[config.mk]
export PLATFORM = sky130hd
export DESIGN_NAME = neuronUnit
export DESIGN_NICKNAME = d
export VERILOG_FILES = /design/src/hw/nnDataPkg.sv /design/src/hw/neuronUnit.sv
export VERILOG_INCLUDE_DIRS = /design/src /design/src/hw
export SDC_FILE = /design/constraint.sdc
export NUM_CORES = 2
export LEC_CHECK = 0
export ABC_AREA = 1
export BUFFER_PORTS_ARGS = -buffer_cell sky130_fd_sc_hd__clkbuf_2
export CORE_MARGIN = 2
export CORE_UTILIZATION = 31
export DETAILED_ROUTE_END_ITERATION = 8
export GPL_TIMING_DRIVEN = 0
export SETUP_SLACK_MARGIN = 0.3
export SLEW_MARGIN = 0
export SYNTH_ARGS = -nofsm -noshare
export SYNTH_HDL_FRONTEND = slang
export SYNTH_SLANG_ARGS = --single-unit
[constraint.sdc]
create_clock -name clk -period 27.7 [get_ports clk]
set_clock_uncertainty 0.15 [all_clocks]
set_input_delay 0 -clock clk [delete_from_list [all_inputs] [get_ports clk]]
set_output_delay 0 -clock clk [all_outputs]
set_load 0.1 [all_outputs]
[src/hw/nnMacros.svh]
`ifndef NN_MACROS_SVH
`define NN_MACROS_SVH

// ##########################################################################
// layer sizes.
// ##########################################################################
`define NN_DATA_WIDTH 16
`define NN_INPUTS 15
`define NN_NODES 4

// ##########################################################################
// credit depths on both sides.
// ##########################################################################
`define NN_IN_CREDITS 2
`define NN_OUT_CREDITS 3

`endif
[src/hw/nnDataPkg.sv]
`include "nnMacros.svh"

package nnDataPkg;

	typedef logic [`NN_DATA_WIDTH-1:0] activationT;

	typedef struct packed {
		activationT [`NN_INPUTS-1:0] act;
	} sampleT;

	typedef struct packed {
		activationT [`NN_NODES-1:0] node;
	} resultT;

	// ##########################################################################
	// fixed weights, node by input. negatives wrap to two's complement.
	// ##########################################################################
	localparam activationT weightTable [`NN_NODES][`NN_INPUTS] = '{
		'{1, 8, 18, -28, 8, 18, -9, -24, -59, 25, 39, -24, -22, 49, 18},
		'{12, -3, 7, 22, -15, 4, 9, -11, 30, -6, 2, 17, -20, 5, -8},
		'{-4, 14, -19, 3, 27, -12, 6, 10, -2, -33, 21, 8, -7, 16, -25},
		'{5, -9, 11, -17, 2, 40, -13, 7, 19, -5, -28, 3, 24, -10, 6}
	};

	localparam activationT biasTable [`NN_NODES] = '{2, -5, 13, -1};

endpackage

[src/hw/neuronUnit.sv]
`include "nnMacros.svh"

module neuronUnit #(
	parameter int nodeIndex = 0
) (
	input logic clk,
	input logic reset,
	input logic issue,
	input nnDataPkg::sampleT sample,
	output logic resultValid,
	output nnDataPkg::activationT result
);
	import nnDataPkg::*;

	sampleT sampleReg;
	activationT sumReg;
	logic sampleValid;
	logic sumValid;

	// products and sum both wrap at 16 bits.
	function automatic activationT weightedSum(input sampleT s);
		activationT acc;
		activationT product;
		acc = biasTable[nodeIndex];
		for (int i = 0; i < `NN_INPUTS; i++)
		begin
			product = s.act[i] * weightTable[nodeIndex][i];
			acc = acc + product;
		end
		return acc;
	endfunction

	always_ff @(posedge clk)
	begin
		if (reset)
		begin
			sampleValid <= 1'b0;
			sumValid <= 1'b0;
			resultValid <= 1'b0;
			sampleReg <= '0;
			sumReg <= '0;
			result <= '0;
		end
		else
		begin
			sampleValid <= issue;
			sumValid <= sampleValid;
			resultValid <= sumValid;
			if (issue)
				sampleReg <= sample;
			if (sampleValid)
				sumReg <= weightedSum(sampleReg);
			if (sumValid)
				result <= sumReg[`NN_DATA_WIDTH-1] ? '0 : sumReg; // relu.
		end
	end

endmodule

# Word level (Yosys, flattened, before mapping)
# Index checks and enable logic that the tools add are counted.
[word_totals]
register_bits = 269
output_inout_bits = 17
elab_cells = 48
[classes]
add_sub_neg = 15
mul = 12
mux = 1
[ops]
columns = ["cell", "n"]
rows = [
  ["$add A16 B16 Y16", 14],
  ["$mul A16 B4 Y15 const B", 3],
  ["$mul A16 B13 Y13 const B", 2],
  ["$mul A16 B5 Y16 const B", 2],
  ["$mul A16 B6 Y16 const B", 2],
  ["$add A2 B16 Y16 const A", 1],
  ["$mul A16 B14 Y14 const B", 1],
  ["$mul A16 B15 Y15 const B", 1],
  ["$mul A16 B7 Y16 const B", 1],
  ["$mux W15", 1],
]

# Longest topological paths before layout
[logic_depth]
word_depth = 15
ltp_mapped = 47
depth_no_buf = 47

# Worst setup path after synthesis
# OpenSTA, ideal clock, no wires.
[synth_path]
path_type = "reg2reg"
from = "register sampleReg[48] (netlist name)"
to = "register sumReg[15]"
setup_ns = 0.109
t_arrival_ns = 9.242
path_slack_ns = 18.199
path_stages_with_launch = 48
n_path_buf = 0
period_less_slack_ns = 9.501
cell_sequence = "dfxtp_1 fa_1 ha_1 inv_1 fa_1 inv_1 ha_1 fa_1 inv_1 fa_1 inv_1 ha_1 nand2_1 o21ai_0 nor2_1 xor2_1 fa_1 inv_1 [... 12 more ...] inv_1 ha_1 inv_1 nor2_1 nor2_1 inv_1 a21oi_1 inv_1 nand2_1 inv_1 nor2_1 inv_1 a21oi_1 inv_1 nand3_1 nand3_1 nand2_1 inv_1"
[synth_via]
elab_chain_cells = 13
[synth_rtl]
columns = ["element", "line", "rtl"]
rows = [
  ["start: declaration", "neuronUnit.sv:15", "sampleT sampleReg;"],
  ["start signal: assignment", "neuronUnit.sv:50", "sampleReg <= sample;"],
  ["$mul A16 B14 Y14", "neuronUnit.sv:27", "product = s.act[i] * weightTable[nodeIndex][i];"],
  ["$add A16 B16 Y16 (12 in a row)", "neuronUnit.sv:28", "acc = acc + product;"],
  ["end signal: assignment", "neuronUnit.sv:52", "sumReg <= weightedSum(sampleReg);"],
  ["end: declaration", "neuronUnit.sv:16", "activationT sumReg;"],
]
# No other way between the ends.
# A chain may end at the register's enable or synchronous reset.

# Worst setup path after layout
[layout_path]
from = "register sampleReg[49] (netlist name)"
to = "register sumReg[15]"
# Same word-level chain as after synthesis.

==> impl_results.md <==
- Outcome: finished, final reports clean
- RSZ-0062 raised after global routing: no
- Final worst path period share: 38.5%
- Initial core utilization: 31.2%
- WHS Path Cells: 4
- Slew Viols, Final: 0
- Main synth FF type: dfxtp_1
- Most common cell after layout, fill and taps aside: inv_1
- CP endpoint kind: flip-flop
- First-pass GRT wire length: 134,000 µm
- ANT cells: 0
- CTS sink count: 256
- Die area: 0.0945 mm²
- Slew headroom: 22.9%
- # DRC: 0
- Yosys cell types: 36
- # Max-Cap Violations: 0
- Routed vias/inst: 4.45
- Worst-margin pin slew: 1.16 ns
- Drt initial violations: 1,054
- Resized cells post-CTS: 0
- Net Count, Synth: 4,346
- Number of flops mapped to enable cells by yosys: 0
- Cells after Synth: 3,275
- Die Span X: 307 µm
- CTS Buf Count: 35
- Most common cell on crit path: fa_1
- Largest net degree at the start of global routing: 13
- Vias in the first global route: 22,800
- Hold WC Path Type: in -> reg
- Setup TNS: 0 ns
- Die Height: 307 µm
- Kind of critical path: reg -> reg
- H-tree Lvls: 2
- Via count: 22,200
- Total global-route track usage: 18.9%
- Initial antenna violation count: 3
- CP Data Arrival Time: 10.97 ns
- Remaining antenna violation count after routing: 0
- Final WL: 87,200 µm
- Post-Syn Area: 0.0286 mm²
- Crit path depth: 39
- Final setup viols: 0
- Synth async-reset ratio: 0%
- Remaining Overflow, GRT: 0
- Worst Path Required: 27.99 ns
- Worst Setup Start Kind: flip-flop
- CTS tree: yes
- WHS: 0.0901 ns
- F_max: 93.7 MHz
- Register bit total from synthesis: 256
- Post-layout util: 37.9%
- Port-buffer cells: 238
- Worst path top cell family by delay: adder cells
- CP max stage delay: 0.60 ns
- Register clock-pin slew on the reported worst setup and hold paths: 0.06 ns
- Average size of a mapped cell: 8.72 µm²
- Core footprint: 0.0915 mm²
- Area Overhead vs Synth: 21.3%
- R2r worst-path depth: 39
- WL/cell: 17.5 µm
- Buffers and inverters on the worst path: 9
- Minimum clock period: 10.67 ns
- GPL Wtd Cong: 0.908
- CTS root buf: clkbuf_16
- Postcts setup bufs: 0
- Share of cells above drive strength 1: 8.23%
- Row Count: 111
- Slowest stage cell, crit path: fa_1
- Post-DP HPWL: 74,100 µm
- Most frequent cells in the layout: inv_1 (834), nand2_1 (546), fa_1 (438), ha_1 (390), dfxtp_1 (256)
- Nets: 4,849
- YS warnings: 0
- Clk buf depth: 3
- Final number of hold-violating endpoints: 0
- Clock latency at the later pin of the worst-skew pair: 0.55 ns
- Drt pass-1 iters: 5
- Worst-path fanout max: 6
- Ports: 260
- Sequential area share after synthesis: 17.9%
-- sequential cells by signal, summed over array words and instances (netlist names) --
signal / flops
result: 15
resultValid: 1
sampleReg: 222
sampleValid: 1
sumReg: 16
sumValid: 1
-- synthesized netlist by cell type (2+ instances only) --
cell	number	share of area, %
a211oi_1	79	2.1
a21o_1	6	0.16
a21oi_1	226	4.0
a31oi_1	3	0.066
buf_1	2	0.026
buf_2	2	0.035
clkbuf_1	80	1.1
dfxtp_1	256	18
fa_1	438	31
ha_1	390	17
inv_1	834	11
inv_2	3	0.039
nand2_1	546	7.2
nand2_2	6	0.13
nand3_1	64	1.1
nand3_2	2	0.070
nand3b_1	14	0.37
nand4_1	3	0.066
nor2_1	134	1.8
nor3_1	4	0.070
o211ai_1	3	0.079
o21ai_0	34	0.60
o21bai_1	5	0.13
o31ai_1	2	0.053
or2_1	3	0.066
xnor2_1	55	1.7
xor2_1	72	2.2
-- per-layer routing --
metal  routed length (µm)  track usage [%]  vias to the layer above
met5                   13                0                        -
met3                 3750             2.78                      132
met1                37100             23.6                    10700
met4                 3240             6.30                        2
met2                43100             33.3                      402
li1                     -                -                    10900
-- cells by family after synthesis --
family | count (synthesis) | synth area share, %
flip-flops | 256 | 17.9
adder cells (fa/ha/maj) | 828 | 47.8
AND/OR/NAND/NOR | 779 | 11.0
XOR/XNOR | 128 | 3.95
other | 1 | 0.0131
AO/OA/AOI/OAI | 360 | 7.17
buffers and inverters | 923 | 12.2
-- worst paths after layout --
| path | startpoint | endpoint | slack [ns] |
|---|---|---|---|
| setup / recovery | sampleReg[49] | sumReg[15] | 17.03 |
| hold / removal | sample[168] | sampleReg[168] | 0.09 |
| hold reg to reg | sumReg[2] | sumReg[2] | 0.31 |
| setup reg to reg | sampleReg[49] | sumReg[15] | 17.03 |
-- worst reg2reg max path, delay by kind of cell (launching register included) --
family	cells	cell delay, ns
buffers and inverters	9	0.51
and+or+nand+nor	8	0.83
AOI/OAI and AO/OA	3	0.66
xor gates and xnor gates	4	0.78
adders and majority gates	15	7.06
DFF	1	0.59
-- what timing repair did --
action                                  in CTS  in global routing
hold endpoints to repair                   233                  0
endpoints found under the setup margin       0                  0
hold buffers                               228                  0
-- metrics by stage --
| step | std cells | cell area, µm² | setup WS (ns) |
|---|---|---|---|
| floorplan | 3275 | 28600 | 18.20 |
| global placement | 4699 | 31200 | 17.15 |
| detailed placement | 4699 | 31200 | 17.11 |
| CTS | 4987 | 34600 | 17.09 |
| global route | 4987 | 34600 | 16.49 |
| finish | 4987 | 34600 | 17.03 |
-- layout make-up --
type / count / area [µm²]
Fill cell: 9297 / 56900
Multi-Input combinational cell: 2096 / 20000
Sequential cell: 256 / 5120
Timing Repair Buffer: 466 / 3470
Inverter: 838 / 3150
Tap cell: 1186 / 1480
Clock buffer: 46 / 987
Buffer: 85 / 328
Clock inverter: 14 / 148
Power is left out: the tool's default activity adds up to more than one toggle a clock period on the data nets, which glitch-free logic cannot reach.
