===== config.mk =====
export PLATFORM = sky130hd
export DESIGN_NAME = layerControl
export DESIGN_NICKNAME = d
export VERILOG_FILES = /design/src/hw/nnCtrlPkg.sv /design/src/hw/layerControl.sv
export VERILOG_INCLUDE_DIRS = /design/src /design/src/hw
export SDC_FILE = /design/constraint.sdc
export NUM_CORES = 1
export LEC_CHECK = 0
export BUFFER_PORTS_ARGS = -buffer_cell sky130_fd_sc_hd__buf_2
export CAP_MARGIN = 25
export CORE_AREA = 2 2 39 41
export CTS_BUF_LIST = sky130_fd_sc_hd__clkbuf_4
export DETAILED_ROUTE_END_ITERATION = 16
export DIE_AREA = 0 0 41 43
export GPL_ROUTABILITY_DRIVEN = 0
export PLACE_DENSITY_LB_ADDON = 0.08
export SYNTH_ARGS = -nofsm -noshare
export SYNTH_HDL_FRONTEND = slang
export SYNTH_SLANG_ARGS = --single-unit

===== constraint.sdc =====
create_clock -name clk -period 2.35 [get_ports clk]
set_input_delay 0.235 -clock clk [delete_from_list [all_inputs] [get_ports clk]]
set_output_delay 0.235 -clock clk [all_outputs]
set_load 0.01 [all_outputs]

===== src/hw/nnMacros.svh =====
`ifndef NN_MACROS_SVH
`define NN_MACROS_SVH

// ##########################################################################
// layer sizes.
// ##########################################################################
`define NN_DATA_WIDTH 16
`define NN_INPUTS 15
`define NN_NODES 4

// ##########################################################################
// credit depths on both sides.
// ##########################################################################
`define NN_IN_CREDITS 2
`define NN_OUT_CREDITS 3

`endif

===== src/hw/nnCtrlPkg.sv =====
`include "nnMacros.svh"

package nnCtrlPkg;

	typedef enum logic {
		stGrant, // handing out the initial input credits.
		stRun
	} layerStateT;

	// sized for the larger of the two credit counts.
	localparam int creditMax = (`NN_IN_CREDITS > `NN_OUT_CREDITS) ?
		`NN_IN_CREDITS : `NN_OUT_CREDITS;

	typedef logic [$clog2(creditMax + 1)-1:0] creditT;

endpackage


===== src/hw/layerControl.sv =====
`include "nnMacros.svh"

module layerControl (
	input logic clk,
	input logic reset,
	input logic notEmpty,
	input logic creditReturn,
	input logic outCredit,
	output logic pop,
	output logic issue,
	output logic inCredit
);
	import nnCtrlPkg::*;

	layerStateT state;
	creditT grantCount;
	creditT outCredits;

	// a sample leaves the queue only with a result slot already paid for.
	assign pop = notEmpty && (outCredits != '0);
	assign issue = pop;

	// ##########################################################################
	// input credits.
	// ##########################################################################
	always_ff @(posedge clk)
	begin
		if (reset)
		begin
			state <= stGrant;
			grantCount <= '0;
			inCredit <= 1'b0;
		end
		else
		begin
			case (state)
				stGrant:
				begin
					inCredit <= 1'b1; // one pulse per queue slot.
					grantCount <= grantCount + 1'b1;
					if (grantCount == creditT'(`NN_IN_CREDITS - 1))
						state <= stRun;
				end
				default:
					inCredit <= creditReturn;
			endcase
		end
	end

	// ##########################################################################
	// output credits.
	// ##########################################################################
	always_ff @(posedge clk)
	begin
		if (reset)
			outCredits <= creditT'(`NN_OUT_CREDITS);
		else
		begin
			case ({issue, outCredit})
				2'b10: outCredits <= outCredits - 1'b1;
				2'b01: outCredits <= outCredits + 1'b1;
				default: outCredits <= outCredits; // spend and refund cancel.
			endcase
		end
	end

	// consumer never returns more slots than it owns.
	assert property (@(posedge clk) disable iff (reset)
		(outCredit && !issue) |-> outCredits < creditT'(`NN_OUT_CREDITS));

	// the queue only pops once all initial credits are out.
	assert property (@(posedge clk) disable iff (reset)
		state == stGrant |-> !creditReturn);

endmodule


After elaboration in Yosys (flattened, before gate mapping)
Index checks and enable logic that the tools add are counted.
{"block": "word_totals", "regBits": 6, "in_bits": 5, "out_inout_bits": 3}
{"block": "classes", "addsub": 3, "eq_ne": 3, "n_mux": 4, "reduce_logical": 3}
{"op": "$add A2 B1 Y2 const B", "n": 2}
{"op": "$eq A2 B1 Y1 const B", "n": 2}
{"op": "$pmux W2 S2", "n": 1}
{"op": "$reduce_bool A2 Y1", "n": 2}
{"op": "$mux W1", "n": 3}
{"op": "$eq A2 B2 Y1 const B", "n": 1}
{"op": "$sub A2 B1 Y2 const B", "n": 1}
{"op": "$logic_and A1 B1 Y1", "n": 1}

Longest topological paths before layout
Gate-level depths: netlist of run 1.
{"block": "logic_depth", "word_depth": 4, "ltp_mapped": 5}

Worst setup path after synthesis of run 1
Ideal clock, no wire load.
{"block": "synth_path", "path_kind": "register to register", "start": "register outCredits[0]", "end": "register outCredits[1]", "setup_time_ps": 127, "t_arrival_ps": 1276, "setup_slack_ps": 947, "stages_incl_launch_ff": 5, "path_buffers": 0, "synth_period_minus_slack_ps": 1403, "path_cell_list": "dfxtp_1 o21ai_0 ha_1 o21ai_0 or3b_1"}
{"block": "synth_via", "elab_chain_cells": 4, "elab_cells_between_ends": 8, "cone_classes": "add/sub: 2; eq/ne: 2; mux: 1; reduce/logical: 3"}
{"element": "start: declaration", "line_no": "layerControl.sv:17", "text": "creditT outCredits;"}
{"element": "start signal: assignment", "line_no": "layerControl.sv:56", "text": "outCredits <= creditT'(`NN_OUT_CREDITS);"}
{"element": "start signal: assignment", "line_no": "layerControl.sv:60", "text": "2'b10: outCredits <= outCredits - 1'b1;"}
{"element": "start signal: assignment", "line_no": "layerControl.sv:61", "text": "2'b01: outCredits <= outCredits + 1'b1;"}
{"element": "$reduce_bool A2 Y1", "line_no": "layerControl.sv:20", "text": "assign pop = notEmpty && (outCredits != '0);"}
{"element": "$logic_and A1 B1 Y1", "line_no": "layerControl.sv:20"}
{"element": "$eq A2 B1 Y1 or $eq A2 B2 Y1 (tied branches)", "line_no": "layerControl.sv:59", "text": "case ({issue, outCredit})"}
{"element": "$pmux W2 S2 or $reduce_bool A2 Y1 (tied branches)"}
Parallel ways exist; a longest one is shown, timed or not.
A chain may end at the register's enable or synchronous reset.

Worst setup path after layout of run 1
Same ends and word-level chain as after synthesis.

==> out/metrics.csv, run 1 <==
stage,metric,value,unit
run_status,status,"complete, no violations",
clock_network,CTS tree,built,
placement,port bufs,7,
worst_setup_path,CP required,2470,ps
worst_setup_path,Crit path largest cell delay,340,ps
synth,Post-synth ARST share,0,%
synth,Commonest cells post-synth,"dfxtp_1 (6), nor2_1 (5), inv_1 (3), xor2_1 (3)",
sta,fin crit period,1470,ps
clock_network,CTS resizes,0,
detailed_routing,via count,194,
power,static leakage,0.153,nW
sta,Max Clk Rate,679,MHz
sta,Final Cycle Share,62.7,%
placement,pre-CTS setup slack,858,ps
final_layout,Filler cells,158,
clock_network,Clock transition at path regs,50,ps
synth,Yosys Warn Count,0,
worst_setup_path,CP startpoint kind,register,
floorplan,Core Box Area,1380,sq um
synth,Avg Inst Size Synth,9.22,sq um
final_layout,layout cells sized above 1,27.8,%
grt,GRT Total Usage,6.43,%
worst_setup_path,CP top delay family,compound AO/OA/AOI/OAI gates,
floorplan,die area,1760,sq um
run,max_cap viols,0,
detailed_routing,DRT Pass-1 Iters,2,
synth,"Seq/Total Area, Yosys",48.2,%
clock_network,Worst-Skew Late Latency,240,ps
clock_network,clock sinks,6,
sta,Slew headroom,85.4,%
clock_network,"Setup Fix Bufs, Post-CTS",0,
sta,Final Max Slew Viols,0,
synth,Yosys cell types,11,
worst_setup_path,cell mode on critical path,o21ai_0,
synth,Synth area leader,dfxtp_1,
floorplan,cell row count,14,
worst_setup_path,Worst path slowest cell,or3b_1,
final_layout,Finished Cell Area,319,sq um
synth,ranking of synthesized cells by area,"dfxtp_1 (48%), xor2_1 (11%), ha_1 (10%)",
synth,cell with the most instances after synthesis,dfxtp_1,
floorplan,Initial Util,18.0,%
detailed_routing,vias per inst,3.73,
clock_network,CTS H-tree depth,1,
grt,number of global-route vias before repair,177,
hold_path,worst hold path class,input port to register,
synth,Mapped Cells,27,
synth,Yosys top cell area share,48.2,%
detailed_routing,post-route ant nets,0,
synth,Synth Cell Area,249,sq um
floorplan,top-level port count,8,
synth,"flops & latches, synth",6,
grt,total gr overflow,0,
final_layout,area grow syn2layout,28.1,%
detailed_routing,initial drt markers,1,
floorplan,die width,41,microns
synth,main flop type after synthesis,dfxtp_1,
clock_network,clk buf depth,2,
sta,setup TNS,0,ps
worst_setup_path,"Arr. time, crit path",1590,ps
sta,Final WS setup,876,ps
power,power per cell area,989,nW/um^2
detailed_routing,Detailed Route WL,448,microns
worst_setup_path,worst path cell trace,o21ai_0 -> ha_1 -> o21ai_0 -> or3b_1,
worst_setup_path,Worst Setup Path Type,register to register,
worst_setup_path,CP Max Fanout,3,
power,VDD IR max,0.000188,V
final_layout,# nets final,45,
sta,RSZ-0062 raised after global routing,no,
placement,Area after DPL,297,sq um
sta,final hold vios,0,
placement,HPWL Detailed,339,microns
clock_network,Post-CTS Hold Buffers,0,
worst_setup_path,CP bufs+invs,0,
detailed_routing,average wire per standard cell,8.62,microns
sta,Clock Skew,1.44,ps
sta,Least-Margin Pin Slew,217,ps
clock_network,CTS Root Cell,clkbuf_4,
final_layout,Finished Core Util,23.1,%
synth,"EDFF count, synth",0,
grt,first-pass GRT wire length,655,microns
sta,"Setup violations, final",0,
synth,syn nets,34,
final_layout,n_diodes,0,
grt,initial antenna violation count,0,
clock_network,number of buffers created by CTS,3,
detailed_routing,# DRC,0,
worst_setup_path,nature of the critical path endpoint,register,
grt,largest net degree at the start of global routing,7,
floorplan,chip height,43,microns
==> worst min-delay path: cells and delay by family <==
kind / cells / cell delay, ps
buf+inv: 2 / 140
compound gates: 1 / 50
==> sequential cells by signal, summed over array words and instances, names as in the netlist <==
signal and cells:
outCredits 2, state 1, grantCount 2, inCredit 1
==> per-stage QoR <==
| stage | power [mW] | cells | hold WS [ps] |
|---|---|---|---|
| after global routing | 0.349 | 52 | 232 |
| after global placement | 0.222 | 49 | 466 |
| after detailed placement | 0.226 | 49 | 484 |
| final | 0.315 | 52 | 234 |
| after CTS | 0.324 | 52 | 225 |
| after floorplan | 0.206 | 27 | 304 |
==> cell type report <==
type | count | area (sq um) | area share, %
inverter | 3 | 11.3 | 3.53
multi-input combinational | 17 | 110 | 34.5
timing repair buffer | 7 | 35.0 | 11.0
sequential | 6 | 120 | 37.6
clock buffer | 3 | 22.5 | 7.06
tap | 16 | 20.0 | 6.27
==> power by group <==
| group | internal (mW) | total [mW] | leakage [nW] | switching (mW) |
|---|---|---|---|---|
| Sequential | 0.129 | 0.150 | 0.0500 | 0.0208 |
| Combinational | 0.0368 | 0.0727 | 0.0894 | 0.0359 |
| Clock | 0.0577 | 0.0929 | 0.0138 | 0.0352 |
| Total | 0.224 | 0.315 | 0.153 | 0.0920 |
==> cell families after synthesis <==
family | Yosys count | synth area share, %
and+or+nand+nor | 8 | 15.6
DFF | 6 | 48.2
AOI/OAI and AO/OA | 4 | 8.04
buffers and inverters | 4 | 7.54
xor gates and xnor gates | 3 | 10.6
adders and majority gates | 2 | 10.0
==> metal layers <==
metal	vias to the layer above	wire, microns	global-route usage (%)	share of wire [%]
met5	-	0	0	0
met4	0	0	8.00	0
met3	0	45	4.71	10
met2	6	171	6.56	38
met1	81	232	7.10	52
li1	107	-	-	-
==> cells in the final DEF (no fill, tap or decap) <==
cell and count:
xor2_1 3, nor2_1 5, a21oi_1 2, inv_1 3
dfxtp_1 6, ha_1 2, clkbuf_4 3, buf_2 7
nor3_1 1, o21ai_0 2, or3b_1 1, nand2b_1 1
==> final timing paths <==
kind / startpoint / to / slack (ps) / depth (start not counted)
setup / recovery: outCredits[0]$_SDFFE_PP1P_ / outCredits[1]$_SDFFE_PP1P_ / 880 / 4
hold / removal: creditReturn / inCredit$_SDFF_PP0_ / 230 / 3
setup reg to reg: outCredits[0]$_SDFFE_PP1P_ / outCredits[1]$_SDFFE_PP1P_ / 880 / 4
hold reg to reg: grantCount[1]$_SDFFE_PP0N_ / grantCount[1]$_SDFFE_PP0N_ / 490 / 2
(Power assumes the default switching activity.)
==> inputs of run 2 (changes only) <==
==> constraint.sdc (replaced) <==
create_clock -name clk -period 1.51 [get_ports clk]
set_input_delay 0.151 -clock clk [delete_from_list [all_inputs] [get_ports clk]]
set_output_delay 0.151 -clock clk [all_outputs]
set_load 0.01 [all_outputs]
==> out/metrics.csv, run 2 (synthesis results as in run 1) <==
stage,metric,value,unit
run_status,status,"complete, no violations",
sta,Final Max Slew Viols,0,
worst_setup_path,Worst path slowest cell,or3b_1,
detailed_routing,Detailed Route WL,442,microns
grt,number of global-route vias before repair,183,
sta,hold slack,144,ps
hold_path,worst hold path class,input port to register,
power,VDD IR max,0.000370,V
final_layout,"commonest non-fill, non-tap cells in the layout","buf_2 (7), dfxtp_1 (6), nor2_1 (5)",
grt,largest net degree at the start of global routing,7,
clock_network,CTS H-tree depth,1,
sta,Max Clk Rate,733,MHz
placement,placed cell count,50,
grt,initial antenna violation count,0,
clock_network,clock sinks,6,
detailed_routing,post-route ant nets,0,
final_layout,# nets final,46,
detailed_routing,vias per inst,3.58,
clock_network,CTS tree,built,
worst_setup_path,Crit path largest cell delay,340,ps
floorplan,die area,1760,sq um
sta,RSZ-0062 raised after global routing,no,
floorplan,die width,41,microns
power,switching share of power,29.4,%
clock_network,CTS Root Cell,clkbuf_4,
clock_network,Worst-Skew Late Latency,240,ps
worst_setup_path,CP required,1630,ps
power,internal power,0.353,mW
grt,GRT Total Usage,6.13,%
power,Comb power frac,24.3,%
detailed_routing,via count,190,
detailed_routing,average wire per standard cell,8.34,microns
final_layout,n_diodes,0,
worst_setup_path,worst path cell trace,o21ai_1 -> ha_1 -> o21ai_0 -> or3b_1,
grt,first-pass GRT wire length,648,microns
placement,Area after DPL,304,sq um
floorplan,chip height,43,microns
placement,HPWL Detailed,326,microns
power,static leakage,0.158,nW
final_layout,final instance count without filler cells,53,
placement,port bufs,7,
floorplan,Initial Util,18.0,%
power,Final Total Pwr,0.501,mW
sta,"Setup violations, final",0,
detailed_routing,DRT Pass-1 Iters,2,
final_layout,"commonest non-fill, non-tap cell in the layout",buf_2,
sta,Slew headroom,87.6,%
clock_network,clk buf depth,2,
clock_network,Clock transition at path regs,50,ps
floorplan,top-level port count,8,
final_layout,Finished Core Util,23.6,%
sta,Final WS setup,145,ps
worst_setup_path,CP Max Fanout,3,
grt,total gr overflow,0,
sta,fin crit period,1370,ps
power,Reg power frac,45.8,%
worst_setup_path,R2R setup slack,140,ps
sta,Clock Skew,0.896,ps
final_layout,layout cells sized above 1,29.7,%
final_layout,area grow syn2layout,31.2,%
power,clock network power share,30.0,%
worst_setup_path,Worst Setup Path Type,register to register,
final_layout,biggest regs,"grantCount: 2 flops, outCredits: 2 flops",
worst_setup_path,CP startpoint kind,register,
worst_setup_path,"Arr. time, crit path",1490,ps
clock_network,number of buffers created by CTS,3,
detailed_routing,initial drt markers,1,
floorplan,Core Box Area,1380,sq um
sta,final hold vios,0,
run,max_cap viols,0,
final_layout,Finished Cell Area,327,sq um
sta,Least-Margin Pin Slew,186,ps
floorplan,cell row count,14,
power,P_sw,0.147,mW
sta,Final Cycle Share,90.4,%
power,power per cell area,1530,nW/um^2
placement,pre-CTS setup slack,68.6,ps
sta,setup TNS,0,ps
worst_setup_path,nature of the critical path endpoint,register,
detailed_routing,# DRC,0,
==> run 2: cell types whose count changed in the layout (fill, tap and decap cells not counted), sizes merged <==
cell	before	now
buf	7	8
==> run 2: layer usage <==
layer / vias up / GRT usage (%) / wire, microns
met5: - / 0 / 0
met4: 0 / 8.00 / 0
met3: 0 / 3.14 / 55
met2: 6 / 6.88 / 168
met1: 77 / 6.77 / 218
li1: 107 / - / -
==> run 2: area by class of cell <==
cell class / instances / area [sq um]
fill: 158 / 1060
clock buffer: 3 / 22.5
timing repair buffer: 8 / 42.5
tap: 16 / 20.0
multi-input combinational: 17 / 110
sequential: 6 / 120
inverter: 3 / 11.3
==> run 2: timing repair <==
item	4_1_cts	5_1_grt
endpoints found under the setup margin	0	1
setup buffers	0	0
hold buffers	0	0
gates resized for setup	0	1
==> run 2: worst max-delay path, delay by kind of cell, from the launching register on <==
family | cells | cell delay, ps
fa+ha+maj | 1 | 280
simple gates | 1 | 340
compound gates | 2 | 320
flops | 1 | 310
==> run 2: power by group through the flow <==
stage	Sequential, mW	Combinational (mW)	Clock [mW]
finish	0.229	0.122	0.150
CTS	0.229	0.123	0.158
floorplan	0.231	0.0902	0
detailed placement	0.232	0.121	0
global placement	0.230	0.120	0
global route	0.236	0.141	0.161
==> run 2: worst paths after layout <==
check	from	endpoint	depth (start not counted)
worst max-delay path	outCredits[0]$_SDFFE_PP1P_	outCredits[1]$_SDFFE_PP1P_	4
worst min-delay path	creditReturn	inCredit$_SDFF_PP0_	3
worst max register to register	outCredits[0]$_SDFFE_PP1P_	outCredits[1]$_SDFFE_PP1P_	4
worst min register to register	grantCount[1]$_SDFFE_PP0N_	grantCount[1]$_SDFFE_PP0N_	2
==> inputs of run 3 (changes only) <==
--- a/config.mk
+++ b/config.mk
@@ -13,7 +13,7 @@
 export DETAILED_ROUTE_END_ITERATION = 16
 export DIE_AREA = 0 0 41 43
 export GPL_ROUTABILITY_DRIVEN = 0
-export PLACE_DENSITY_LB_ADDON = 0.08
+export PLACE_DENSITY = 0.46
 export SYNTH_ARGS = -nofsm -noshare
 export SYNTH_HDL_FRONTEND = slang
 export SYNTH_SLANG_ARGS = --single-unit
==> out/metrics.csv, run 3 (synthesis results as in run 1) <==
stage,metric,value,unit
worst_setup_path,nature of the critical path endpoint,register,
worst_setup_path,Worst path slowest cell,or3b_1,
worst_setup_path,R2R setup slack,140,ps
detailed_routing,DRT Pass-1 Iters,1,
sta,fin crit period,1370,ps
detailed_routing,average wire per standard cell,7.70,microns
clock_network,Worst-Skew Late Latency,240,ps
final_layout,# nets final,46,
run_status,status,"complete, no violations",
floorplan,die area,1760,sq um
grt,number of global-route vias before repair,168,
worst_setup_path,Crit path largest cell delay,350,ps
grt,largest net degree at the start of global routing,7,
worst_setup_path,Worst Setup Path Type,register to register,
hold_path,worst hold path class,input port to register,
floorplan,die width,41,microns
power,static leakage,0.158,nW
worst_setup_path,worst reg2reg path endpoint,outCredits[1]$_SDFFE_PP1P_,
sta,Final Max Slew Viols,0,
clock_network,CTS Root Cell,clkbuf_4,
grt,initial antenna violation count,0,
final_layout,"commonest non-fill, non-tap cell in the layout",buf_2,
worst_setup_path,"Arr. time, crit path",1500,ps
sta,"Setup violations, final",0,
detailed_routing,via count,208,
sta,Slew headroom,88.2,%
grt,first-pass GRT wire length,683,microns
sta,Final WS setup,137,ps
floorplan,Initial Util,18.0,%
final_layout,layout cells sized above 1,29.7,%
grt,GRT Total Usage,7.35,%
final_layout,n_diodes,0,
clock_network,Clock transition at path regs,50,ps
placement,pre-CTS setup slack,70.6,ps
grt,total gr overflow,0,
detailed_routing,Detailed Route WL,408,microns
worst_setup_path,worst path cell trace,o21ai_1 -> ha_1 -> o21ai_0 -> or3b_1,
final_layout,biggest regs,"grantCount: 2 flops, outCredits: 2 flops",
final_layout,final instance count without filler cells,53,
clock_network,Post-CTS Hold Buffers,0,
clock_network,clock sinks,6,
run,max_cap viols,0,
sta,RSZ-0062 raised after global routing,no,
worst_setup_path,CP top delay family,simple AND/OR/NAND/NOR gates,
sta,Max Clk Rate,728,MHz
worst_setup_path,Critical Path Sink,outCredits[1]$_SDFFE_PP1P_,
floorplan,Core Box Area,1380,sq um
placement,placed cell count,50,
detailed_routing,# DRC,0,
final_layout,Filler cells,162,
floorplan,cell row count,14,
power,power per cell area,1540,nW/um^2
sta,final hold vios,0,
detailed_routing,vias per inst,3.92,
sta,Final Cycle Share,90.9,%
clock_network,clk buf depth,2,
floorplan,top-level port count,8,
detailed_routing,initial drt markers,0,
sta,Least-Margin Pin Slew,177,ps
final_layout,area grow syn2layout,31.2,%
worst_setup_path,critical path depth in cells,4,
hold_path,hold path startpoint,creditReturn,
final_layout,sequential cell area,120,sq um
clock_network,CTS H-tree depth,1,
worst_setup_path,R2R Path Start,outCredits[1]$_SDFFE_PP1P_,
worst_setup_path,CP required,1640,ps
placement,port bufs,7,
clock_network,CTS tree,built,
final_layout,Finished Core Util,23.6,%
worst_setup_path,CP bufs+invs,0,
sta,setup TNS,0,ps
worst_setup_path,R2R cell count,4,
worst_setup_path,start point of the critical path,outCredits[1]$_SDFFE_PP1P_,
power,VDD IR max,0.000434,V
final_layout,"commonest non-fill, non-tap cells in the layout","buf_2 (7), dfxtp_1 (6), nor2_1 (5)",
clock_network,"Setup Fix Bufs, Post-CTS",0,
floorplan,chip height,43,microns
worst_setup_path,CP startpoint kind,register,
detailed_routing,post-route ant nets,0,
worst_setup_path,CP Max Fanout,3,
clock_network,number of buffers created by CTS,3,
final_layout,multi-input logic area,110,sq um
sta,Clock Skew,0.0668,ps
[run 3: cell counts in the layout (fill, tap and decap cells not counted)]
No cell type changed its count.
[run 3: timing repair]
action,CTS,global route
endpoints found under the hold margin,0,0
endpoints found under the setup margin,0,1
resized for setup,0,1
[run 3: cell type report]
cell class,instances,share of cell area [%]
sequential,6,36.8
multi-input combinational,17,33.7
timing repair buffer,8,13.0
clock buffer,3,6.90
tap,16,6.13
inverter,3,3.45
[run 3: how the worst min path moves through the flow]
stage	endpoint	slack (ps)	depth (start not counted)
2_1_floorplan	inCredit$_SDFF_PP0_	220	1
3_3_place_gp	inCredit$_SDFF_PP0_	400	3
3_5_place_dp	inCredit$_SDFF_PP0_	400	3
4_1_cts	inCredit$_SDFF_PP0_	130	3
5_1_grt	inCredit$_SDFF_PP0_	130	3
6_report	inCredit$_SDFF_PP0_	140	3
[run 3: layer usage]
metal	wire [microns]	track usage, %	part of all wire, %	vias to the layer above
li1	-	-	-	107
met2	171	7.19	42	8
met3	45	9.42	11	2
met4	8	8.00	2.0	0
met1	183	6.49	45	91
met5	0	0	0	-
[run 3: power breakdown]
group / leakage [nW] / switching [mW] / total [mW] / internal, mW
registers: 0.0500 / 0.0271 / 0.228 / 0.201
clock network: 0.0138 / 0.0603 / 0.150 / 0.0901
logic: 0.0938 / 0.0603 / 0.123 / 0.0630
total: 0.158 / 0.148 / 0.502 / 0.354
[run 3: worst register-to-register path: cells and delay by family, from the launching register on]
| family | cells | cell delay, ps |
|---|---|---|
| flops | 1 | 310 |
| compound gates | 2 | 320 |
| simple gates | 1 | 350 |
| fa+ha+maj | 1 | 280 |
[run 3: metrics by stage]
stage,total power [mW],instance area [sq um],hold WS (ps)
6_report,0.502,327,140
4_1_cts,0.514,327,134
3_5_place_dp,0.356,304,399
3_3_place_gp,0.352,304,399
5_1_grt,0.551,327,127
2_1_floorplan,0.321,249,220
