--- src/hw/nnMacros.svh ---
`ifndef NN_MACROS_SVH
`define NN_MACROS_SVH

// ##########################################################################
// layer sizes.
// ##########################################################################
`define NN_DATA_WIDTH 16
`define NN_INPUTS 15
`define NN_NODES 4

// ##########################################################################
// credit depths on both sides.
// ##########################################################################
`define NN_IN_CREDITS 2
`define NN_OUT_CREDITS 3

`endif
--- src/hw/nnCtrlPkg.sv ---
`include "nnMacros.svh"

package nnCtrlPkg;

	typedef enum logic {
		stGrant, // handing out the initial input credits.
		stRun
	} layerStateT;

	// sized for the larger of the two credit counts.
	localparam int creditMax = (`NN_IN_CREDITS > `NN_OUT_CREDITS) ?
		`NN_IN_CREDITS : `NN_OUT_CREDITS;

	typedef logic [$clog2(creditMax + 1)-1:0] creditT;

endpackage

--- src/hw/nnDataPkg.sv ---
`include "nnMacros.svh"

package nnDataPkg;

	typedef logic [`NN_DATA_WIDTH-1:0] activationT;

	typedef struct packed {
		activationT [`NN_INPUTS-1:0] act;
	} sampleT;

	typedef struct packed {
		activationT [`NN_NODES-1:0] node;
	} resultT;

	// ##########################################################################
	// fixed weights, node by input. negatives wrap to two's complement.
	// ##########################################################################
	localparam activationT weightTable [`NN_NODES][`NN_INPUTS] = '{
		'{1, 8, 18, -28, 8, 18, -9, -24, -59, 25, 39, -24, -22, 49, 18},
		'{12, -3, 7, 22, -15, 4, 9, -11, 30, -6, 2, 17, -20, 5, -8},
		'{-4, 14, -19, 3, 27, -12, 6, 10, -2, -33, 21, 8, -7, 16, -25},
		'{5, -9, 11, -17, 2, 40, -13, 7, 19, -5, -28, 3, 24, -10, 6}
	};

	localparam activationT biasTable [`NN_NODES] = '{2, -5, 13, -1};

endpackage

--- src/hw/inputQueue.sv ---
`include "nnMacros.svh"

module inputQueue (
	input logic clk,
	input logic reset,
	input logic inValid,
	input nnDataPkg::sampleT inSample,
	input logic pop,
	output logic notEmpty,
	output nnDataPkg::sampleT headSample,
	output logic creditReturn
);
	import nnDataPkg::*;
	import nnCtrlPkg::*;

	localparam int depth = `NN_IN_CREDITS;
	localparam int ptrWidth = (depth > 1) ? $clog2(depth) : 1;

	sampleT mem [depth];
	logic [ptrWidth-1:0] wrPtr;
	logic [ptrWidth-1:0] rdPtr;
	creditT fill;

	function automatic logic [ptrWidth-1:0] nextPtr(input logic [ptrWidth-1:0] ptr);
		if (ptr == ptrWidth'(depth - 1))
			return '0;
		return ptr + 1'b1;
	endfunction

	assign notEmpty = (fill != '0);
	assign headSample = mem[rdPtr]; // head is visible before the pop.

	always_ff @(posedge clk)
	begin
		if (inValid)
			mem[wrPtr] <= inSample;
	end

	always_ff @(posedge clk)
	begin
		if (reset)
		begin
			wrPtr <= '0;
			rdPtr <= '0;
			fill <= '0;
			creditReturn <= 1'b0;
		end
		else
		begin
			if (inValid)
				wrPtr <= nextPtr(wrPtr);
			if (pop)
				rdPtr <= nextPtr(rdPtr);
			creditReturn <= pop; // one credit back per freed slot.
			case ({inValid, pop})
				2'b10: fill <= fill + 1'b1;
				2'b01: fill <= fill - 1'b1;
				default: fill <= fill;
			endcase
		end
	end

	// producer holds no credit for a full queue.
	assert property (@(posedge clk) disable iff (reset)
		inValid |-> fill < creditT'(depth));

	assert property (@(posedge clk) disable iff (reset)
		pop |-> notEmpty);

endmodule

--- config.mk ---
export PLATFORM = sky130hd
export DESIGN_NAME = inputQueue
export DESIGN_NICKNAME = d
export VERILOG_FILES = /design/src/hw/nnCtrlPkg.sv /design/src/hw/nnDataPkg.sv /design/src/hw/inputQueue.sv
export VERILOG_INCLUDE_DIRS = /design/src /design/src/hw
export SDC_FILE = /design/constraint.sdc
export NUM_CORES = 1
export LEC_CHECK = 0
export BUFFER_PORTS_ARGS = -buffer_cell sky130_fd_sc_hd__buf_2
export CAP_MARGIN = 5
export CORE_ASPECT_RATIO = 1.75
export CORE_MARGIN = 1.5
export CORE_UTILIZATION = 44
export CTS_CLUSTER_DIAMETER = 80
export DETAILED_ROUTE_END_ITERATION = 16
export GPL_TIMING_DRIVEN = 0
export PLACE_DENSITY = 0.75
export SLEW_MARGIN = 0
export SYNTH_ARGS = -nofsm -noshare
export SYNTH_HDL_FRONTEND = slang
export SYNTH_SLANG_ARGS = --single-unit
--- constraint.sdc ---
create_clock -name clk -period 15.28 [get_ports clk]
set_input_delay 3.056 -clock clk [delete_from_list [all_inputs] [get_ports clk]]
set_output_delay 3.056 -clock clk [all_outputs]
set_load 0.005 [all_outputs]
**Word-level counts from Yosys, hierarchy flattened**

Memories as Yosys holds them, arrays and structs flattened. A register that Yosys moved wholly into a read port is not among the register bits.
Cells that the tools add are included.

- Equal/unequal tests: 2
- Add/subtract/negate cells: 4
- Mux-type cells: 15
- Reductions and logical operators: 2

Operator list:

| cell | number |
|---|---|
| 1-bit two-way mux | 14 |
| 2-bit case mux with 2 select lines | 1 |
| 2-bit nonzero test | 2 |
| 1-bit adder, second input constant | 2 |
| 2-bit by 1-bit adder with 2-bit output, second input constant | 1 |
| 2-bit by 1-bit == test with 1-bit output, second input constant | 1 |
| 2-bit == test, second input constant | 1 |
| 2-bit by 1-bit subtractor with 2-bit output, second input constant | 1 |

- Input bits: 244
- Memories: 1
- Bits in writable memories: 480
- Output and inout port bits: 242
- Register bits after elaboration: 5
- Logic and storage cells: 28

Memory list:

| name | depth | width | rd ports | clocked after Yosys merged registers in | write ports | RTL line | source |
|---|---|---|---|---|---|---|---|
| mem | 2 | 240 | 1 | 1 | 1 | inputQueue.sv:19 | `sampleT mem [depth];` |

**Longest topological paths before layout**

Gate-level depths: netlist (run 1).

- Word-level depth: 6
- Mapped depth: 5
- Mapped depth without buffers: 5

**Worst setup path after synthesis (run 1)**

Ideal clock, no wire load.

- Path kind: input to register
- Start: input inValid
- End: memory mem[0][0] (netlist bit) (enable)
- Required time: 14.428 ns
- Path buffers: 0
- Stages on the path: 2
- Path slack: 1.269 ns
- Data arrival time: 13.159 ns
- Library setup time: 0.852 ns
- Path through: inv_1 nor2_1

- Cells in the longest elaborated chain, start to end: 2

Ends and longest elaborated chain:

| element | RTL line | source |
|---|---|---|
| from (decl) | inputQueue.sv:6 | `input logic inValid,` |
| 1-bit two-way mux | inputQueue.sv:35 | `if (inValid)` |
| 1-bit two-way mux (implied by the code) | inputQueue.sv:36 | `mem[wrPtr] <= inSample;` |
| to (decl) | inputQueue.sv:19 |  |

No other way between the ends.

==> results of run 1 <==
-- cell families (layout without fill, tap and decap cells) --
group | after synthesis | in the layout | share of synthesized area [%]
adder cells (fa/ha/maj) | 1 | 1 | 0.0674
XOR/XNOR | 4 | 4 | 0.189
multiplexers | 240 | 240 | 18.6
AND/OR/NAND/NOR | 9 | 9 | 0.236
other | 0 | 15 | 0
flip-flops | 486 | 486 | 78.3
AO/OA/AOI/OAI | 2 | 2 | 0.0539
buffers and inverters | 28 | 600 | 2.56
-- per-layer routing --
metal  vias to the layer above  share of wire [%]
met3                        97                7.1
met1                      4494                 33
li1                       4174                  -
met5                         -               0.22
met4                        14                4.3
met2                       342                 55
-- sequential cells by signal, summed over array words and instances (netlist names), named ones only --
register and count:
mem 480, fill 2, creditReturn 1, rdPtr 1, wrPtr 1
-- stage by stage --
step | std cells | utilization [%] | setup TNS (ps) | worst slack (ps) | hold slack (ps)
after floorplan | 770 | - | 0 | 1270 | 447
after global placement | 1810 | 52.1 | -980110 | -4110 | 474
after detailed placement | 1822 | 52.8 | 0 | 10180 | 473
after CTS | 1897 | 56.2 | 0 | 10320 | 484
after global routing | 1909 | 56.3 | 0 | 10300 | 550
final | 1912 | 56.3 | 0 | 10370 | 486
-- worst paths after layout --
kind	startpoint	end	slack [ps]	cells after the start
max reg2reg	wrPtr$_SDFFE_PP0P_	mem[1][101]$_DFFE_PP_	12950	3
min reg2reg	fill[1]$_SDFFE_PP0P_	fill[1]$_SDFFE_PP0P_	490	2
max	flip-flop	headSample[215]	10370	5
min	fill[1]$_SDFFE_PP0P_	fill[1]$_SDFFE_PP0P_	490	2
-- cell type report --
type / instances / area share, %
clock inverter: 18 / 0.993
tap: 555 / 2.96
antenna: 15 / 0.160
buffer: 27 / 2.01
clock buffer: 57 / 5.04
inverter: 1 / 0.0160
multi-input combinational: 256 / 15.2
timing repair buffer: 497 / 11.6
sequential: 486 / 62.0
-- power by group through the flow --
| stage | sequential (mW) | clock (mW) | combinational [mW] |
|---|---|---|---|
| after floorplan | 1.62 | 0 | 0.212 |
| after global placement | 1.64 | 0 | 0.359 |
| after detailed placement | 1.60 | 0 | 0.380 |
| after CTS | 1.58 | 1.11 | 0.382 |
| after global routing | 1.58 | 1.16 | 0.402 |
| final | 1.58 | 1.08 | 0.375 |
-- cell usage in the layout (no fill, tap or decap), drive strengths merged --
cell	Yosys	layout
edfxtp	480	480
inv	1	1
xor2	1	1
clkinv	0	11
diode	0	15
o21ai	1	1
nor2	5	5
and2	1	1
clkinvlp	0	2
clkbuf	0	57
or3	1	1
ha	1	1
dfxtp	6	6
buf	27	524
mux2	240	240
xnor2	3	3
nor2b	1	1
a21oi	1	1
or2	1	1
bufinv	0	5
-- worst max-delay path, delay by kind of cell (launching register included) --
| kind | cells | cell delay [ps] |
|---|---|---|
| buf+inv | 4 | 610 |
| flops | 1 | 320 |
| mux | 1 | 340 |
==> results.sh, run 1 <==
export IMPL_p_int_mw=2.39
export IMPL_grt_util_met3_pct=5.21
export IMPL_drv_slew=0
export IMPL_switching_share_pct=21.1
export IMPL_clock_fmax_mhz=204
export IMPL_synth_most_common_cell="edfxtp_1"
export IMPL_synth_nets=1015
export IMPL_synth_area_um2=18600
export IMPL_synthCells=770
export IMPL_avgRoutedWirePerCell_um=20.6
export IMPL_seq_power_share_pct=51.9
export IMPL_worstPathCellList="buf_6 > buf_12 > buf_12 > mux2_4 > buf_2"
export IMPL_ir_worst_vdd_uv=110
export IMPL_power_leakage_nw=9.18
export IMPL_dp_hpwl_mm=29.1
export IMPL_viasPerCell=4.77
export IMPL_detail_route_antenna_nets=0
export IMPL_drc_errors=0
export IMPL_clockBufferDepth=3
export IMPL_finalHoldViolCount=0
export IMPL_cts_buffers=43
export IMPL_initial_core_util_pct=44.6
export IMPL_fin_worst_skew_ps=15.4
export IMPL_cp_end_kind="output pin"
export IMPL_postPlaceCellArea_um2=22000
export IMPL_finalWeightedCongestion=0.801
export IMPL_worst_slew_pin_slew_ps=902
export IMPL_critPathLaunchType="flip-flop"
export IMPL_path_max_fanout=10
export IMPL_setup_viol_count_final=0
export IMPL_synth_top_area_cell="edfxtp_1"
export IMPL_area_delta_synth_final_pct=26.2
export IMPL_register_area_um2=14500
export IMPL_final_nets=1557
export IMPL_clk_pin_slew_ps=60
export IMPL_hold_class="reg -> reg"
export IMPL_yosys_register_bits=486
export IMPL_grt_max_degree=71
export IMPL_dieArea_um2=43500
export IMPL_drive_above_1_share_pct=61.5
export IMPL_crit_type="reg -> out"
export IMPL_ios=486
export IMPL_slowest_delay_ps=340
export IMPL_ys_flop_type="edfxtp_1"
export IMPL_synth_common_cells="edfxtp_1, mux2_4, mux2_2, buf_12, dfxtp_1"
export IMPL_route_vias_total=9121
export IMPL_drt_pass1_iter_count=4
export IMPL_ctsResizeCount=0
export IMPL_clkPwrFrac_pct=35.7
export IMPL_avgSynthCellArea_um2=24.1
export IMPL_rows=99
export IMPL_clock_sinks=486
export IMPL_core_um2=41600
export IMPL_cts_root_buf="clkbuf_16"
export IMPL_io_buffers=485
export IMPL_grt_use_total_pct=17.4
export IMPL_drv_cap=0
export IMPL_async_flop_share_pct=0
export IMPL_fin_area_um2=23400
export IMPL_rsz0062_at_grt="false"
export IMPL_powerDensity_nw_per_um2=129
export IMPL_cts_tree="yes"
export IMPL_synth_cell_type_count=18
export IMPL_wirelength_mm=39.4
export IMPL_switchingPower_mw=0.642
export IMPL_antenna_found_initial=21
export IMPL_first_iter_violations=508
export IMPL_ys_warn_count=0
export IMPL_cts_setup_buffers=0
export IMPL_period_minus_slack_ps=4910
export IMPL_yosysSeqAreaShare_pct=78.3
export IMPL_p_total_mw=3.03
export IMPL_synth_edf_count=480
export IMPL_netlist_area_leader_share_pct=77.6
export IMPL_fin_crit_sh_pct=32.1
export IMPL_cp_data_arrival_time_ps=1850
export IMPL_worstSkewPairLatency_ps=540
export IMPL_multi_input_area_um2=3560
export IMPL_outcome="completed"
export IMPL_fill_cells=3210
export IMPL_slew_headroom_pct=39.9
export IMPL_grt_pass1_vias=9709
export IMPL_yosys_top_cells_area="edfxtp_1, mux2_4, mux2_2"
export IMPL_die_y_um=275
export IMPL_use_met2_pct=32.5
export IMPL_holdBufCountCts=0
export IMPL_grt_busiest_layer="met2"
export IMPL_grt_pass1_wl_mm=55.4
export IMPL_required_ps=12220
export IMPL_combPwrFrac_pct=12.4
export IMPL_cpMaxStageDelayCell="mux2_4"
export IMPL_cts_max_level=2
export IMPL_grt_ovfl_total=0
export IMPL_crit_top_cell="buf_12"
export IMPL_die_width_um=158
export IMPL_groute_layer_met1_usage_pct=16.9
Note: power is estimated with default switching activity, not from simulation.
==> run 2, diff against run 1 <==
==> constraint.sdc (replaced) <==
create_clock -name clk -period 5 [get_ports clk]
set_input_delay 1 -clock clk [delete_from_list [all_inputs] [get_ports clk]]
set_output_delay 1 -clock clk [all_outputs]
set_load 0.005 [all_outputs]
==> results.sh, run 2 (synthesized netlist as in run 1, its figures left out) <==
export IMPL_clk_pin_slew_ps=60
export IMPL_grt_pass1_wl_mm=55.1
export IMPL_fin_worst_skew_ps=8.67
export IMPL_area_delta_synth_final_pct=26.3
export IMPL_clockBufferDepth=3
export IMPL_initial_core_util_pct=44.6
export IMPL_dieArea_um2=43500
export IMPL_first_iter_violations=388
export IMPL_crit_type="reg -> out"
export IMPL_layout_commonest_cell="buf_2"
export IMPL_crit_family="buffers and inverters"
export IMPL_required_ps=4000
export IMPL_critPathLaunchType="flip-flop"
export IMPL_wirelength_mm=39.2
export IMPL_core_um2=41600
export IMPL_finalHoldViolCount=0
export IMPL_power_leakage_nw=9.19
export IMPL_drive_above_1_share_pct=61.9
export IMPL_grt_ovfl_total=0
export IMPL_path_max_fanout=10
export IMPL_clock_fmax_mhz=347
export IMPL_critPathBufInv=4
export IMPL_powerDensity_nw_per_um2=398
export IMPL_drc_errors=0
export IMPL_fin_util_pct=56.3
export IMPL_clock_sinks=486
export IMPL_outcome="completed"
export IMPL_drv_slew=0
export IMPL_stdcell_count=1914
export IMPL_ios=486
export IMPL_clkPwrFrac_pct=36.2
export IMPL_cpMaxStageDelayCell="dfxtp_1"
export IMPL_finalWeightedCongestion=0.774
export IMPL_fin_crit_sh_pct=57.6
export IMPL_largest_reg_flops=480
export IMPL_combPwrFrac_pct=12.3
export IMPL_rows=99
export IMPL_p_total_mw=9.33
export IMPL_die_width_um=158
export IMPL_cts_setup_buffers=0
export IMPL_slew_headroom_pct=37.8
export IMPL_postPlaceCellArea_um2=21900
export IMPL_period_minus_slack_ps=2880
export IMPL_cp_data_arrival_time_ps=1880
export IMPL_drv_cap=0
export IMPL_die_y_um=275
export IMPL_antenna_found_initial=22
export IMPL_crit_top_cell="buf_12"
export IMPL_rsz0062_at_grt="false"
export IMPL_final_nets=1556
export IMPL_drt_pass1_iter_count=4
export IMPL_fin_area_um2=23400
export IMPL_grt_max_degree=65
export IMPL_placed_cells=1821
export IMPL_top_regs="mem x480, fill x2"
export IMPL_viasPerCell=4.76
export IMPL_cts_root_buf="clkbuf_16"
export IMPL_route_vias_total=9107
export IMPL_grt_use_total_pct=17.3
export IMPL_worstSkewPairLatency_ps=540
export IMPL_cts_buffers=43
export IMPL_whs_ps=489
export IMPL_final_cell_mix="buf_2, edfxtp_1, mux2_4"
export IMPL_avgRoutedWirePerCell_um=20.5
export IMPL_io_buffers=485
export IMPL_cp_end_kind="output pin"
export IMPL_worst_slew_pin_slew_ps=933
export IMPL_worstPathCellList="buf_6 > buf_12 > buf_12 > mux2_4 > buf_2"
export IMPL_setup_viol_count_final=0
export IMPL_hold_class="reg -> reg"
export IMPL_top_register="mem"
export IMPL_ctsResizeCount=0
export IMPL_cts_tree="yes"
export IMPL_switchingPower_mw=1.99
export IMPL_dp_hpwl_mm=28.8
export IMPL_slowest_delay_ps=330
export IMPL_seq_power_share_pct=51.6
export IMPL_ir_worst_vdd_uv=320
export IMPL_cts_max_level=2
export IMPL_holdBufCountCts=0
export IMPL_p_int_mw=7.34
export IMPL_switching_share_pct=21.3
export IMPL_grt_pass1_vias=9658
export IMPL_detail_route_antenna_nets=0
run 2: through the flow:
stage          worst slack, ps  TNS [ps]
2_1_floorplan             1.59         0
3_3_place_gp             -1980   -710510
3_5_place_dp              1860         0
4_1_cts                   2070         0
5_1_grt                   2060         0
6_report                  2120         0
run 2: final timing paths:
check                        from               endpoint  cells after the start  slack [ps]
max                     flip-flop        headSample[162]                      5        2120
min          fill[1]$_SDFFE_PP0P_   fill[1]$_SDFFE_PP0P_                      2         490
max reg2reg    wrPtr$_SDFFE_PP0P_  mem[1][155]$_DFFE_PP_                      3        2620
min reg2reg  fill[1]$_SDFFE_PP0P_   fill[1]$_SDFFE_PP0P_                      2         490
run 2: final cells by class:
class,count,area [um^2]
fill,3232,18200
sequential,486,14500
multi-input combinational,256,3560
timing repair buffer,496,2680
clock buffer,49,1140
tap,555,694
buffer,27,472
clock inverter,28,310
antenna,16,40.0
inverter,1,3.75
run 2: metal layers:
layer | vias to the layer above | track usage [%] | wire [um]
met4 | 12 | 9.81 | 1690
li1 | 4185 | - | -
met2 | 326 | 32.1 | 22000
met3 | 93 | 4.84 | 2640
met5 | - | 0 | 62
met1 | 4491 | 16.8 | 12800
run 2: power groups by stage:
stage	clock network (mW)	registers (mW)	logic, mW
6_report	3.37	4.81	1.14
5_1_grt	3.60	4.83	1.23
4_1_cts	3.45	4.82	1.16
3_5_place_dp	0	4.90	1.16
3_3_place_gp	0	4.93	1.10
2_1_floorplan	0	4.91	0.647
run 2: worst min-delay path, cell delays in order, from the launching register on:
cell and delay (ps):
dfxtp_1 320, o21ai_0 70, a21oi_1 60
==> run 3, diff against run 2 <==
--- a/config.mk
+++ b/config.mk
@@ -14,7 +14,7 @@
 export CTS_CLUSTER_DIAMETER = 80
 export DETAILED_ROUTE_END_ITERATION = 16
 export GPL_TIMING_DRIVEN = 0
-export PLACE_DENSITY = 0.75
+export PLACE_DENSITY = 0.78
 export SLEW_MARGIN = 0
 export SYNTH_ARGS = -nofsm -noshare
 export SYNTH_HDL_FRONTEND = slang
==> constraint.sdc (replaced) <==
create_clock -name clk -period 2.5 [get_ports clk]
set_input_delay 0.5 -clock clk [delete_from_list [all_inputs] [get_ports clk]]
set_output_delay 0.5 -clock clk [all_outputs]
set_load 0.005 [all_outputs]
==> results.sh, run 3 (synthesized netlist as in run 1, its figures left out) <==
export IMPL_outcome="completed"
export IMPL_io_buffers=485
export IMPL_worstPathCellList="buf_6 > buf_12 > buf_12 > mux2_4 > buf_2"
export IMPL_cts_max_level=2
export IMPL_grt_pass1_vias=9814
export IMPL_core_um2=41600
export IMPL_cpMaxStageDelayCell="mux2_4"
export IMPL_area_delta_synth_final_pct=26.4
export IMPL_finalHoldViolCount=0
export IMPL_placed_cells=1822
export IMPL_setup_viol_count_final=0
export IMPL_grt_ovfl_total=0
export IMPL_layout_commonest_cell="buf_2"
export IMPL_crit_family="buffers and inverters"
export IMPL_hold_class="in -> reg"
export IMPL_fin_worst_skew_ps=13.5
export IMPL_top_register="mem"
export IMPL_slowest_delay_ps=340
export IMPL_fin_area_um2=23500
export IMPL_first_iter_violations=398
export IMPL_initial_core_util_pct=44.6
export IMPL_worst_slew_pin_slew_ps=813
export IMPL_cp_data_arrival_time_ps=1860
export IMPL_stdcell_count=1907
export IMPL_clock_sinks=486
export IMPL_drc_errors=0
export IMPL_crit_type="reg -> out"
export IMPL_slew_headroom_pct=45.7
export IMPL_clk_pin_slew_ps=70
export IMPL_powerDensity_nw_per_um2=800
export IMPL_drive_above_1_share_pct=61.7
export IMPL_die_y_um=275
export IMPL_clockBufferDepth=3
export IMPL_antenna_found_initial=14
export IMPL_cp_end_kind="output pin"
export IMPL_final_nets=1556
export IMPL_postPlaceCellArea_um2=22000
export IMPL_largest_reg_flops=480
export IMPL_grt_use_total_pct=17.4
export IMPL_power_leakage_nw=9.20
export IMPL_ir_worst_vdd_uv=839
export IMPL_required_ps=2000
export IMPL_wirelength_mm=39.6
export IMPL_clock_fmax_mhz=423
export IMPL_drv_cap=0
export IMPL_viasPerCell=4.78
export IMPL_critPathBufInv=4
export IMPL_grt_max_degree=65
export IMPL_drt_pass1_iter_count=4
export IMPL_ctsResizeCount=0
export IMPL_final_cell_mix="buf_2, edfxtp_1, mux2_4"
export IMPL_ios=486
export IMPL_crit_top_cell="buf_12"
export IMPL_cts_setup_buffers=0
export IMPL_cts_buffers=42
export IMPL_fill_cells=3188
export IMPL_dp_hpwl_mm=28.5
export IMPL_period_minus_slack_ps=2360
export IMPL_top_regs="mem x480, fill x2"
export IMPL_detail_route_antenna_nets=0
export IMPL_p_total_mw=18.8
export IMPL_cts_tree="yes"
export IMPL_holdBufCountCts=0
export IMPL_avgRoutedWirePerCell_um=20.8
export IMPL_finalWeightedCongestion=0.778
export IMPL_grt_pass1_wl_mm=55.4
export IMPL_worstSkewPairLatency_ps=540
export IMPL_rsz0062_at_grt="false"
export IMPL_cts_root_buf="clkbuf_16"
export IMPL_fin_crit_sh_pct=94.6
export IMPL_whs_ps=146
export IMPL_ff2ff_setup_slack_ps=390
export IMPL_rows=99
export IMPL_die_width_um=158
export IMPL_critPathLaunchType="flip-flop"
export IMPL_path_max_fanout=10
export IMPL_route_vias_total=9106
export IMPL_dieArea_um2=43500
export IMPL_drv_slew=0
## run 3: changes by cell type in the layout (fill, tap and decap cells not counted), moves of 2 or more
cell,change
bufinv_16,+3
clkbuf_1,+3
clkbuf_16,-2
clkinv_1,-2
clkinv_2,-4
clkinvlp_4,-2
diode_2,-3
## run 3: final timing paths
kind                            cells past startpoint                 start                     to
worst max-delay path                                5             flip-flop        headSample[214]
worst max register to register                      4    wrPtr$_SDFFE_PP0P_  mem[0][202]$_DFFE_PP_
worst min-delay path                                1         inSample[226]  mem[1][226]$_DFFE_PP_
worst min register to register                      2  fill[1]$_SDFFE_PP0P_   fill[1]$_SDFFE_PP0P_
## run 3: final cells by class
class	instances	area, um^2	share of cell area, %
flip-flops and latches	486	14500	61.9
multi-input cells	256	3560	15.2
repair buffers	497	2710	11.5
clock buffers	50	1100	4.70
well taps	555	694	2.96
plain buffers	27	472	2.01
clock inverters	22	342	1.46
diodes	13	32.5	0.139
inverters	1	16.3	0.0693
## run 3: metrics by stage
step	setup slack, ps	setup TNS [ps]	utilization, %
6_report	135	0	56.4
5_1_grt	40.6	0	56.4
4_1_cts	72.6	0	56.3
3_5_place_dp	-39.3	-1090	52.8
3_3_place_gp	-3970	-1686110	52.2
2_1_floorplan	-1980	-810630	-
## run 3: power by group
part,leakage (nW),internal (mW),switching (mW)
Sequential,4.55,9.51,0.123
Clock,0.701,4.08,2.76
Combinational,3.95,1.26,1.04
## run 3: per-layer routing
layer | track usage [%] | routed length, um | vias to the layer above
li1 | - | - | 4167
met1 | 17.7 | 13600 | 4492
met2 | 32.2 | 21900 | 350
met3 | 4.08 | 2350 | 95
met4 | 9.25 | 1790 | 2
met5 | 0 | 7 | -
